## config.mk

```make
export PLATFORM = sky130hd
export DESIGN_NAME = ch2_top
export DESIGN_NICKNAME = d
export VERILOG_FILES = /design/src/design/apu_regs_pkg.sv /design/src/design/ch2_pkg.sv /design/src/design/ch2_regs.sv /design/src/design/ch2_freq_timer.sv /design/src/design/ch2_length.sv /design/src/design/ch2_envelope.sv /design/src/design/ch2_top.sv
export SDC_FILE = /design/constraint.sdc
export NUM_CORES = 1
export LEC_CHECK = 0
export BUFFER_PORTS_ARGS = -buffer_cell sky130_fd_sc_hd__buf_2
export CAP_MARGIN = 20
export CORE_AREA = 2 2 104 66
export DETAILED_ROUTE_END_ITERATION = 8
export DIE_AREA = 0 0 106 68
export PLACE_DENSITY_LB_ADDON = 0.05
export SLEW_MARGIN = 10
export SYNTH_ARGS = -nofsm -noshare
export SYNTH_HDL_FRONTEND = slang
export SYNTH_SLANG_ARGS = --single-unit
```

## constraint.sdc

```tcl
create_clock -name clk -period 2.6 [get_ports clk]
set_clock_uncertainty 0.05 [all_clocks]
set_input_delay 0.65 -clock clk [delete_from_list [all_inputs] [get_ports clk]]
set_output_delay 0.65 -clock clk [all_outputs]
set_load 0.01 [all_outputs]
```

## src/design/apu_regs_pkg.sv

```systemverilog
package apu_regs_pkg;

	// Channel 2 register select, page offsets 16 to 19
	typedef enum logic [1:0] {
		NR21 = 2'd0,
		NR22 = 2'd1,
		NR23 = 2'd2,
		NR24 = 2'd3
	} reg_sel_t;

	// Strobes are single cycle
	typedef struct packed {
		logic wr;
		logic rd;
		reg_sel_t sel;
		logic [7:0] wdata;
	} apu_bus_t;

	typedef struct packed {
		logic [1:0] duty;
		logic [5:0] length_load;
	} nr21_t;

	typedef struct packed {
		logic [3:0] init_vol;
		logic env_up;
		logic [2:0] env_period;
	} nr22_t;

	typedef struct packed {
		logic trigger;
		logic length_en;
		logic [2:0] unused;
		logic [2:0] freq_hi;
	} nr24_t;

	// Write-only bits read back as ones
	localparam logic [7:0] READ_MASK_NR21 = 8'h3F;
	localparam logic [7:0] READ_MASK_NR22 = 8'h00;
	localparam logic [7:0] READ_MASK_NR23 = 8'hFF;
	localparam logic [7:0] READ_MASK_NR24 = 8'hBF;

endpackage

```

## src/design/ch2_pkg.sv

```systemverilog
package ch2_pkg;

	localparam int CTRL_FREQ_W = 11;
	localparam int CTRL_LEN_W = 6;

	// Waveform duty, 12.5 to 75 percent
	typedef enum logic [1:0] {
		D12 = 2'd0,
		D25 = 2'd1,
		D50 = 2'd2,
		D75 = 2'd3
	} duty_t;

	// Decoded register contents for the generators
	typedef struct packed {
		duty_t duty;
		logic [CTRL_FREQ_W-1:0] freq;
		logic [CTRL_LEN_W-1:0] length_load;
		logic length_en;
		logic [3:0] env_init;
		logic env_up;
		logic [2:0] env_period;
		logic dac_on;
	} ch2_ctrl_t;

endpackage

```

## src/design/ch2_regs.sv

```systemverilog
`timescale 1ns/1ns
`default_nettype none

module ch2_regs
	import apu_regs_pkg::*, ch2_pkg::*;
#(
	parameter int FREQ_BITS = 11,
	parameter int LENGTH_BITS = 6
) (
	input logic clk,
	input logic reset,
	input apu_bus_t bus,
	output logic [7:0] rdata,
	output logic rd_valid,
	output ch2_ctrl_t ctrl,
	output logic trigger,
	output logic length_load
);

	nr21_t nr21_q;
	nr22_t nr22_q;
	logic [7:0] nr23_q;
	nr24_t nr24_q;
	nr24_t nr24_wr;
	logic [FREQ_BITS-1:0] freq;
	logic [LENGTH_BITS-1:0] len_load;

	assign nr24_wr = nr24_t'(bus.wdata);

	// Write capture, trigger and length load pulses
	always_ff @(posedge clk) begin
		if (reset) begin
			nr21_q <= '0;
			nr22_q <= '0;
			nr23_q <= '0;
			nr24_q <= '0;
			trigger <= 1'b0;
			length_load <= 1'b0;
		end else begin
			trigger <= 1'b0;
			length_load <= 1'b0;
			if (bus.wr) begin
				case (bus.sel)
					NR21: begin
						nr21_q <= nr21_t'(bus.wdata);
						length_load <= 1'b1;
					end
					NR22: begin
						nr22_q <= nr22_t'(bus.wdata);
					end
					NR23: begin
						nr23_q <= bus.wdata;
					end
					NR24: begin
						nr24_q <= nr24_wr;
						// Trigger bit is a strobe only
						nr24_q.trigger <= 1'b0;
						trigger <= nr24_wr.trigger;
					end
				endcase
			end
		end
	end

	always_ff @(posedge clk) begin
		if (reset) begin
			rd_valid <= 1'b0;
		end else begin
			rd_valid <= bus.rd;
		end
	end

	always_ff @(posedge clk) begin
		if (bus.rd) begin
			case (bus.sel)
				NR21: rdata <= nr21_q | READ_MASK_NR21;
				NR22: rdata <= nr22_q | READ_MASK_NR22;
				NR23: rdata <= nr23_q | READ_MASK_NR23;
				NR24: rdata <= nr24_q | READ_MASK_NR24;
			endcase
		end
	end

	assign freq = FREQ_BITS'({nr24_q.freq_hi, nr23_q});
	assign len_load = LENGTH_BITS'(nr21_q.length_load);

	always_comb begin
		ctrl.duty = duty_t'(nr21_q.duty);
		ctrl.freq = CTRL_FREQ_W'(freq);
		ctrl.length_load = CTRL_LEN_W'(len_load);
		ctrl.length_en = nr24_q.length_en;
		ctrl.env_init = nr22_q.init_vol;
		ctrl.env_up = nr22_q.env_up;
		ctrl.env_period = nr22_q.env_period;
		// DAC powered while volume or direction bits are set
		ctrl.dac_on = |{nr22_q.init_vol, nr22_q.env_up};
	end

	// One rd_valid pulse per single-cycle read strobe
	a_rd_valid_follows_rd: assert property (
		@(posedge clk) disable iff (reset)
		bus.rd |=> rd_valid && !bus.rd
	);

endmodule

`default_nettype wire

```

## src/design/ch2_freq_timer.sv

```systemverilog
`timescale 1ns/1ns
`default_nettype none

module ch2_freq_timer
	import ch2_pkg::*;
#(
	parameter int FREQ_BITS = 11
) (
	input logic clk,
	input logic reset,
	input logic timer_tick,
	input logic trigger,
	input logic [FREQ_BITS-1:0] freq,
	input duty_t duty,
	output logic wave_bit
);

	// Holds ticks left in the step minus one
	logic [FREQ_BITS-1:0] count;
	logic [FREQ_BITS-1:0] reload;
	logic [2:0] step;
	logic [7:0] pattern;

	// 2^FREQ_BITS - freq - 1
	assign reload = ~freq;

	always_ff @(posedge clk) begin
		if (reset) begin
			count <= '0;
			step <= '0;
		end else if (trigger) begin
			count <= reload;
			step <= '0;
		end else if (timer_tick) begin
			if (count == '0) begin
				count <= reload;
				step <= step + 3'd1;
			end else begin
				count <= count - 1'b1;
			end
		end
	end

	// One bit per step, step 7 is the msb
	always_comb begin
		unique case (duty)
			D12: pattern = 8'b1000_0000;
			D25: pattern = 8'b1000_0001;
			D50: pattern = 8'b1110_0001;
			D75: pattern = 8'b0111_1110;
		endcase
	end

	assign wave_bit = pattern[step];

	a_step_on_tick: assert property (
		@(posedge clk) disable iff (reset)
		$changed(step) |-> $past(timer_tick || trigger)
	);

endmodule

`default_nettype wire

```

## src/design/ch2_length.sv

```systemverilog
`timescale 1ns/1ns
`default_nettype none

module ch2_length #(
	parameter int LENGTH_BITS = 6
) (
	input logic clk,
	input logic reset,
	input logic len_tick,
	input logic length_en,
	input logic [LENGTH_BITS-1:0] length_load_val,
	input logic length_load,
	input logic trigger,
	output logic length_expired
);

	logic [LENGTH_BITS-1:0] count;

	// Counts up from the load value, expires on wrap
	always_ff @(posedge clk) begin
		if (reset) begin
			count <= '0;
			length_expired <= 1'b1;
		end else if (length_load) begin
			count <= length_load_val;
			length_expired <= 1'b0;
		end else if (trigger && length_expired) begin
			// Re-arm with a full length
			count <= '0;
			length_expired <= 1'b0;
		end else if (len_tick && length_en && !length_expired) begin
			count <= count + 1'b1;
			if (&count) begin
				length_expired <= 1'b1;
			end
		end
	end

	a_expire_on_tick: assert property (
		@(posedge clk) disable iff (reset)
		$rose(length_expired) |-> $past(len_tick)
	);

endmodule

`default_nettype wire

```

## src/design/ch2_envelope.sv

```systemverilog
`timescale 1ns/1ns
`default_nettype none

module ch2_envelope (
	input logic clk,
	input logic reset,
	input logic env_tick,
	input logic trigger,
	input logic [3:0] env_init,
	input logic env_up,
	input logic [2:0] env_period,
	output logic [3:0] volume
);

	logic [2:0] period_cnt;
	logic [2:0] next_cnt;

	assign next_cnt = period_cnt + 3'd1;

	always_ff @(posedge clk) begin
		if (reset) begin
			period_cnt <= '0;
			volume <= '0;
		end else if (trigger) begin
			period_cnt <= '0;
			volume <= env_init;
		end else if (env_tick && env_period != 3'd0) begin
			if (next_cnt == env_period) begin
				period_cnt <= '0;
				// Saturate at either end
				if (env_up && volume != 4'd15) begin
					volume <= volume + 4'd1;
				end else if (!env_up && volume != 4'd0) begin
					volume <= volume - 4'd1;
				end
			end else begin
				period_cnt <= next_cnt;
			end
		end
	end

	a_volume_on_tick: assert property (
		@(posedge clk) disable iff (reset)
		$changed(volume) |-> $past(env_tick || trigger)
	);

endmodule

`default_nettype wire

```

## src/design/ch2_top.sv

```systemverilog
`timescale 1ns/1ns
`default_nettype none

module ch2_top
	import apu_regs_pkg::*, ch2_pkg::*;
#(
	parameter int FREQ_BITS = 11,
	parameter int LENGTH_BITS = 6
) (
	input logic clk,
	input logic reset,
	input apu_bus_t bus,
	input logic timer_tick,
	input logic len_tick,
	input logic env_tick,
	output logic [7:0] rdata,
	output logic rd_valid,
	output logic [3:0] sample,
	output logic active
);

	ch2_ctrl_t ctrl;
	logic trigger;
	logic length_load;
	logic length_expired;
	logic len_expired_q;
	logic expired_rise;
	logic wave_bit;
	logic [3:0] volume;

	ch2_regs #(
		.FREQ_BITS(FREQ_BITS),
		.LENGTH_BITS(LENGTH_BITS)
	) regs (
		.clk(clk),
		.reset(reset),
		.bus(bus),
		.rdata(rdata),
		.rd_valid(rd_valid),
		.ctrl(ctrl),
		.trigger(trigger),
		.length_load(length_load)
	);

	ch2_freq_timer #(
		.FREQ_BITS(FREQ_BITS)
	) freq_timer (
		.clk(clk),
		.reset(reset),
		.timer_tick(timer_tick),
		.trigger(trigger),
		.freq(FREQ_BITS'(ctrl.freq)),
		.duty(ctrl.duty),
		.wave_bit(wave_bit)
	);

	ch2_length #(
		.LENGTH_BITS(LENGTH_BITS)
	) length (
		.clk(clk),
		.reset(reset),
		.len_tick(len_tick),
		.length_en(ctrl.length_en),
		.length_load_val(LENGTH_BITS'(ctrl.length_load)),
		.length_load(length_load),
		.trigger(trigger),
		.length_expired(length_expired)
	);

	ch2_envelope envelope (
		.clk(clk),
		.reset(reset),
		.env_tick(env_tick),
		.trigger(trigger),
		.env_init(ctrl.env_init),
		.env_up(ctrl.env_up),
		.env_period(ctrl.env_period),
		.volume(volume)
	);

	assign expired_rise = length_expired && !len_expired_q;

	always_ff @(posedge clk) begin
		if (reset) begin
			len_expired_q <= 1'b1;
			active <= 1'b0;
			sample <= '0;
		end else begin
			len_expired_q <= length_expired;
			// DAC off wins over everything
			if (!ctrl.dac_on) begin
				active <= 1'b0;
			end else if (trigger) begin
				active <= 1'b1;
			end else if (expired_rise) begin
				active <= 1'b0;
			end
			sample <= (active && wave_bit) ? volume : 4'd0;
		end
	end

endmodule

`default_nettype wire

```

==> impl_metrics.tcl, run 1 <==
set metrics [dict create \
    cts_tree "built" \
    yosys.area.top_type_share_pct 36.49 \
    hp-start "regs.ctrl[26]" \
    r2r_slack_ns 0.43 \
    async_reset_ff_share_pct 0 \
    grt_pass1_vias 2478 \
    grt_max_degree 22 \
    slowest_stage "dfxtp_1" \
    hold_viol 0 \
    grt_pass1_wl_um 12990 \
    synthMuxAreaShare_pct 6.737 \
    period_needed_ns 2.173 \
    via_per_inst 5.683 \
    power.total_mw 3.087 \
    synth_compound_area_share_pct 15.72 \
    antenna_found_initial 0 \
    fillCellCount 597 \
    detail_route.wl_per_cell_um 15.96 \
    worst_pin_slew_ns 0.7302 \
    yosysTopAreaCell "dfxtp_1" \
    cts_root_buf "clkbuf_8" \
    r2r_cells 7 \
    final_cell_mix "dfxtp_1, nor2_1, nand2_1" \
    arrival_ns 2.38 \
    numCtsBuffers 9 \
    syn2layout_area_growth_pct 10.70 \
    peakVddDrop_v 0.0005640 \
    startpoint "envelope.volume[0]" \
    start_util_pct 56.07 \
    fin_crit_sh_pct 83.57 \
    power.leakage_nw 1.629 \
    yosys-top-cells-area "dfxtp_1, mux2i_1, edfxtp_1, nor2_1, a21oi_1" \
    min_to "freq_timer.count[10]" \
    gp_congestion 0.8450 \
    groute.usage.overall_pct 23.67 \
    reg2reg_from "envelope.volume[0]" \
    drt-pass1-iter-count 4 \
    status "complete, no violations" \
    synth-edff-count 8 \
    drt_iter0_markers 167 \
    insertion_delay_ns 0.35 \
    synth_adder_area_share_pct 4.421 \
    path_max_fanout 7 \
    ctsResizeCount 0 \
    hold_path.class "reg2reg" \
    slew_viol_final 0 \
    max_stage_delay_ns 0.47 \
    endpoint_kind "register" \
    drc 0 \
    die-area_mm2 0.007208 \
    yosysWarnings 0 \
    synth_top_family_by_area "simple AND/OR/NAND/NOR gates" \
    postCtsSetupBuffers 0 \
    synth_area_mm2 0.003566 \
    rows 23 \
    synth.distinct_cells 64 \
    path_clk_slew_ns 0.08 \
    io_buffers 30 \
    clockBufferDepth 2 \
    nets 442 \
    powerDensity_mw_per_mm2 782.0 \
    layout_commonest_cell "dfxtp_1" \
    setup_viol 0 \
    netlist_instances 384 \
    grt-ovfl-total 0 \
    start_kind "register" \
    synth_flop_cell "dfxtp_1" \
    cp.required_ns 2.81 \
    coreArea_mm2 0.006360 \
    synthXorXnorAreaFrac_pct 2.351 \
    die_y_um 68 \
    grt_setup_unrepaired "no" \
    clock_sinks 73 \
    synth-simple-area-share_pct 23.19 \
    ys_seq_area_share_pct 43.23 \
    hold_buffers 0 \
    critPathKind "reg2reg" \
    fp.dieW_um 106 \
    ios 31 \
    max_freq_ghz 0.4602 \
    antennaDiodeCount 0 \
    drtAntennaViolNets 0 \
    synth_area_per_cell_um2 9.286 \
    rr_endpoint "envelope.volume[3]" \
    post_route_cells_drive_above_1_share_pct 15.79 \
    via_count 2870 \
    ys_ff_latch 73 \
    relSlewSlack_pct 51.26 \
    tns_ns 0 \
    syn-num-nets 413 \
    detailed_place_hpwl_um 5960 \
    htreeDepth 3 \
    wirelength_um 8060 \
    hold_path_depth 1 \
    path_cells "nand3_1 > o21ai_0 > ha_1 > a21o_1 > a21oi_1 > xnor2_1 > o311ai_1" \
    cap_violations 0 \
]
-- metrics by stage --
| stage | cell area [um^2] | utilization [%] | cells | worst slack (ns) | hold slack (ns) |
|---|---|---|---|---|---|
| floorplan | 3566 | - | 384 | 0.7112 | 0.3533 |
| global placement | 3764 | 59.18 | 489 | 0.5816 | 0.3741 |
| detailed placement | 3764 | 59.18 | 489 | 0.4556 | 0.3895 |
| CTS | 3948 | 62.07 | 505 | 0.4185 | 0.3934 |
| global route | 3948 | 62.07 | 505 | 0.3018 | 0.4213 |
| finish | 3948 | 62.07 | 505 | 0.4272 | 0.3997 |
-- how the worst max path moves through the flow --
| stage | end | slack (ns) | depth (start not counted) |
|---|---|---|---|
| after global routing | envelope.volume[3] | 0.30 | 7 |
| after global placement | envelope.volume[1] | 0.58 | 5 |
| after CTS | envelope.volume[3] | 0.42 | 7 |
| after floorplan | envelope.volume[3] | 0.71 | 7 |
| after detailed placement | envelope.volume[3] | 0.46 | 7 |
| final | envelope.volume[3] | 0.43 | 7 |
-- metal layers --
layer	vias to the layer above	GRT usage, %	routed length [um]
li1	1447	-	-
met1	1363	36.31	4342
met2	50	31.29	3212
met3	10	7.238	418
met4	0	6.579	87
met5	-	0	0
-- logic make-up (layout without fill, tap and decap cells) --
kind of cell / Yosys count / in the layout
flops: 73 / 73
buf+inv: 31 / 65
xor+xnor: 7 / 7
compound gates: 82 / 82
mux: 24 / 24
fa+ha+maj: 12 / 12
simple gates: 155 / 155
-- where the power goes --
group	total (mW)	internal [mW]	switching, mW
sequential	1.39	1.25	0.142
combinational	0.877	0.389	0.488
clock	0.823	0.399	0.424
-- state kept, by name (all words and copies together), names as in the netlist --
name	flops
regs.rd_valid	1
regs.trigger	1
freq_timer.step	3
length.length_expired	1
len_expired_q	1
regs.len_load	6
envelope.period_cnt	3
freq_timer.count	11
envelope.volume	4
sample	4
active	1
regs.ctrl	14
length.count	6
regs.length_load	1
regs.rdata	8
regs.nr23_q	8
-- Yosys cell counts (all sizes together), types with 2 or more instances --
cell     number
o31ai         3
mux2i        24
a21o          4
nand2        31
o211ai        3
o21bai        2
a41oi         3
a211oi        3
nand2b        7
xnor2         2
a31oi         8
and2          5
nand3b        3
a21oi        28
and3          4
nor3b         5
clkbuf       11
nand4         3
dfxtp        65
nor2         42
ha           11
edfxtp        8
a22oi         2
inv          13
or3           4
a2111oi       2
o22ai         5
nor4          3
nand3        22
buf           6
nor3         11
o21ai         8
a32o          3
or2           4
nor2b         5
xor2          4
-- layout make-up --
type | instances | area [um^2] | area share (%)
clock buffers | 12 | 155.1 | 3.930
clock inverters | 4 | 28.78 | 0.7290
inverters | 13 | 48.80 | 1.236
multi-input cells | 280 | 1869 | 47.35
flip-flops and latches | 73 | 1541 | 39.05
well taps | 87 | 108.9 | 2.758
repair buffers | 36 | 195.2 | 4.945
-- worst max-delay path: cells and delay by family, from the launching register on --
| family | cells | cell delay [ns] |
|---|---|---|
| and+or+nand+nor | 1 | 0.15 |
| AOI/OAI and AO/OA | 4 | 1.00 |
| xor gates and xnor gates | 1 | 0.10 |
| DFF | 1 | 0.47 |
| adders and majority gates | 1 | 0.32 |
Note: power is estimated with default switching activity, not from simulation.
==> run 2: changes to the inputs <==
Clock period 2.6 ns to 2.2 ns, I/O delays scaled along.
==> run 2 against run 1 <==
Against the previous run:
- register-to-register slack got worse by 0.19 ns
- non-clock buffer count rose by 8
- die area did not move
- design area rose by 1.7%
- via count rose by 2.7%
- routed wire length rose by 0.97%
- combinational power rose by 17%
- critical path depth fell by 2
- global-route usage rose by 0.74 points
- sequential power rose by 17%
- clock power rose by 28%
- largest cell class unchanged
- largest power group unchanged
==> impl_metrics.tcl, run 2 (synthesized netlist as in run 1, its figures left out) <==
set metrics [dict create \
    status "complete, no violations" \
    via_per_inst 5.747 \
    power.internal_mw 2.479 \
    detailed_place_hpwl_um 6029 \
    final_cells 513 \
    fin_crit_sh_pct 89.35 \
    critPathKind "reg2reg" \
    antennaDiodeCount 0 \
    layout_commonest_cell "dfxtp_1" \
    io_buffers 30 \
    path_max_fanout 7 \
    grt-ovfl-total 0 \
    setup_viol 0 \
    drt-pass1-iter-count 4 \
    relSlewSlack_pct 66.33 \
    hold_path.class "reg2reg" \
    cap_violations 0 \
    p_switching_mw 1.222 \
    cts_tree "built" \
    htreeDepth 3 \
    grt_pass1_wl_um 13320 \
    arrival_ns 2.16 \
    grt_pass1_vias 2570 \
    power.total_mw 3.701 \
    fillCellCount 539 \
    gp_congestion 0.9120 \
    coreArea_mm2 0.006360 \
    path_clk_slew_ns 0.08 \
    grt_max_degree 24 \
    fin_util_pct 63.15 \
    hold_viol 0 \
    hold_slack_ns 0.4001 \
    detail_route.wl_per_cell_um 15.86 \
    die_y_um 68 \
    numCtsBuffers 9 \
    seqPwrFrac_pct 43.9 \
    grt_setup_unrepaired "no" \
    timing.final.ws_setup_ns 0.2343 \
    clockBufferDepth 2 \
    fp.dieW_um 106 \
    place_ws_ns 0.2192 \
    final_cell_mix "dfxtp_1, nor2_1, nand2_1" \
    nets 450 \
    sw_frac_of_total_pct 33.02 \
    placed_area_mm2 0.003824 \
    drc 0 \
    peakVddDrop_v 0.0009103 \
    worst_pin_slew_ns 0.5020 \
    largest_reg_flops 14 \
    place_inst 497 \
    period_needed_ns 1.966 \
    insertion_delay_ns 0.35 \
    antenna_found_initial 0 \
    powerDensity_mw_per_mm2 921.4 \
    drt_iter0_markers 195 \
    endpoint_kind "register" \
    drtAntennaViolNets 0 \
    final_cell_area_mm2 0.004016 \
    clock_sinks 73 \
    max_freq_ghz 0.5087 \
    rows 23 \
    ios 31 \
    syn2layout_area_growth_pct 12.63 \
    via_count 2948 \
    die-area_mm2 0.007208 \
    clkPwrFrac_pct 28.3 \
    slew_viol_final 0 \
    tns_ns 0 \
    power.leakage_nw 1.681 \
    start_kind "register" \
    post_route_cells_drive_above_1_share_pct 17.14 \
    cp.required_ns 2.39 \
    hold_buffers 0 \
    wirelength_um 8138 \
    cts_root_buf "clkbuf_8" \
    start_util_pct 56.07 \
    pwr-share-comb_pct 27.9 \
    groute.usage.overall_pct 24.41 \
]
==> run 2: changes by cell type in the layout (fill, tap and decap cells not counted), moves of 2 or more <==
cell        delta
inv_6          +2
clkinv_1       +2
clkbuf_8       -2
clkinvlp_4     -2
buf_4          +8
==> run 2: final timing paths <==
kind	from	to	slack, ns	depth (start not counted)
setup / recovery	envelope.period_cnt[0]	envelope.volume[0]	0.23	5
hold / removal	regs.ctrl[26]	freq_timer.count[10]	0.40	1
setup reg to reg	envelope.period_cnt[0]	envelope.volume[0]	0.23	5
hold reg to reg	regs.ctrl[26]	freq_timer.count[10]	0.40	1
==> run 2: worst max-delay path, stage by stage (launching register included) <==
cell and delay (ns):
dfxtp_1 0.35, ha_1 0.35, xnor2_2 0.21, nand3_4 0.13
or3_4 0.44, a2111oi_2 0.32
==> run 2: per-layer routing <==
metal,GRT usage (%),vias to the layer above,part of all wire [%]
li1,-,1458,-
met1,37.68,1396,55
met4,4.441,0,0.44
met2,33.95,89,39
met3,6.571,5,5.8
met5,0,-,0
==> run 2: cell type report <==
cell class / instances / area, um^2 / share of cell area [%]
Clock buffer: 9 / 123.9 / 3.084
Clock inverter: 7 / 68.82 / 1.713
Inverter: 13 / 48.80 / 1.215
Multi-Input combinational cell: 280 / 1869 / 46.54
Sequential cell: 73 / 1541 / 38.38
Tap cell: 87 / 108.9 / 2.710
Timing Repair Buffer: 44 / 255.2 / 6.355
==> run 2: power by group through the flow <==
stage / combinational, mW / clock, mW / sequential, mW
after detailed placement: 1.03 / 0 / 1.65
after CTS: 1.03 / 1.07 / 1.62
after global routing: 1.15 / 1.12 / 1.65
after floorplan: 0.794 / 0 / 1.62
final: 1.03 / 1.05 / 1.62
after global placement: 1.01 / 0 / 1.65
==> run 2: what timing repair did <==
action,CTS,global route
resized for setup,0,1
buffers inserted,0,0
endpoints found under the setup margin,0,1
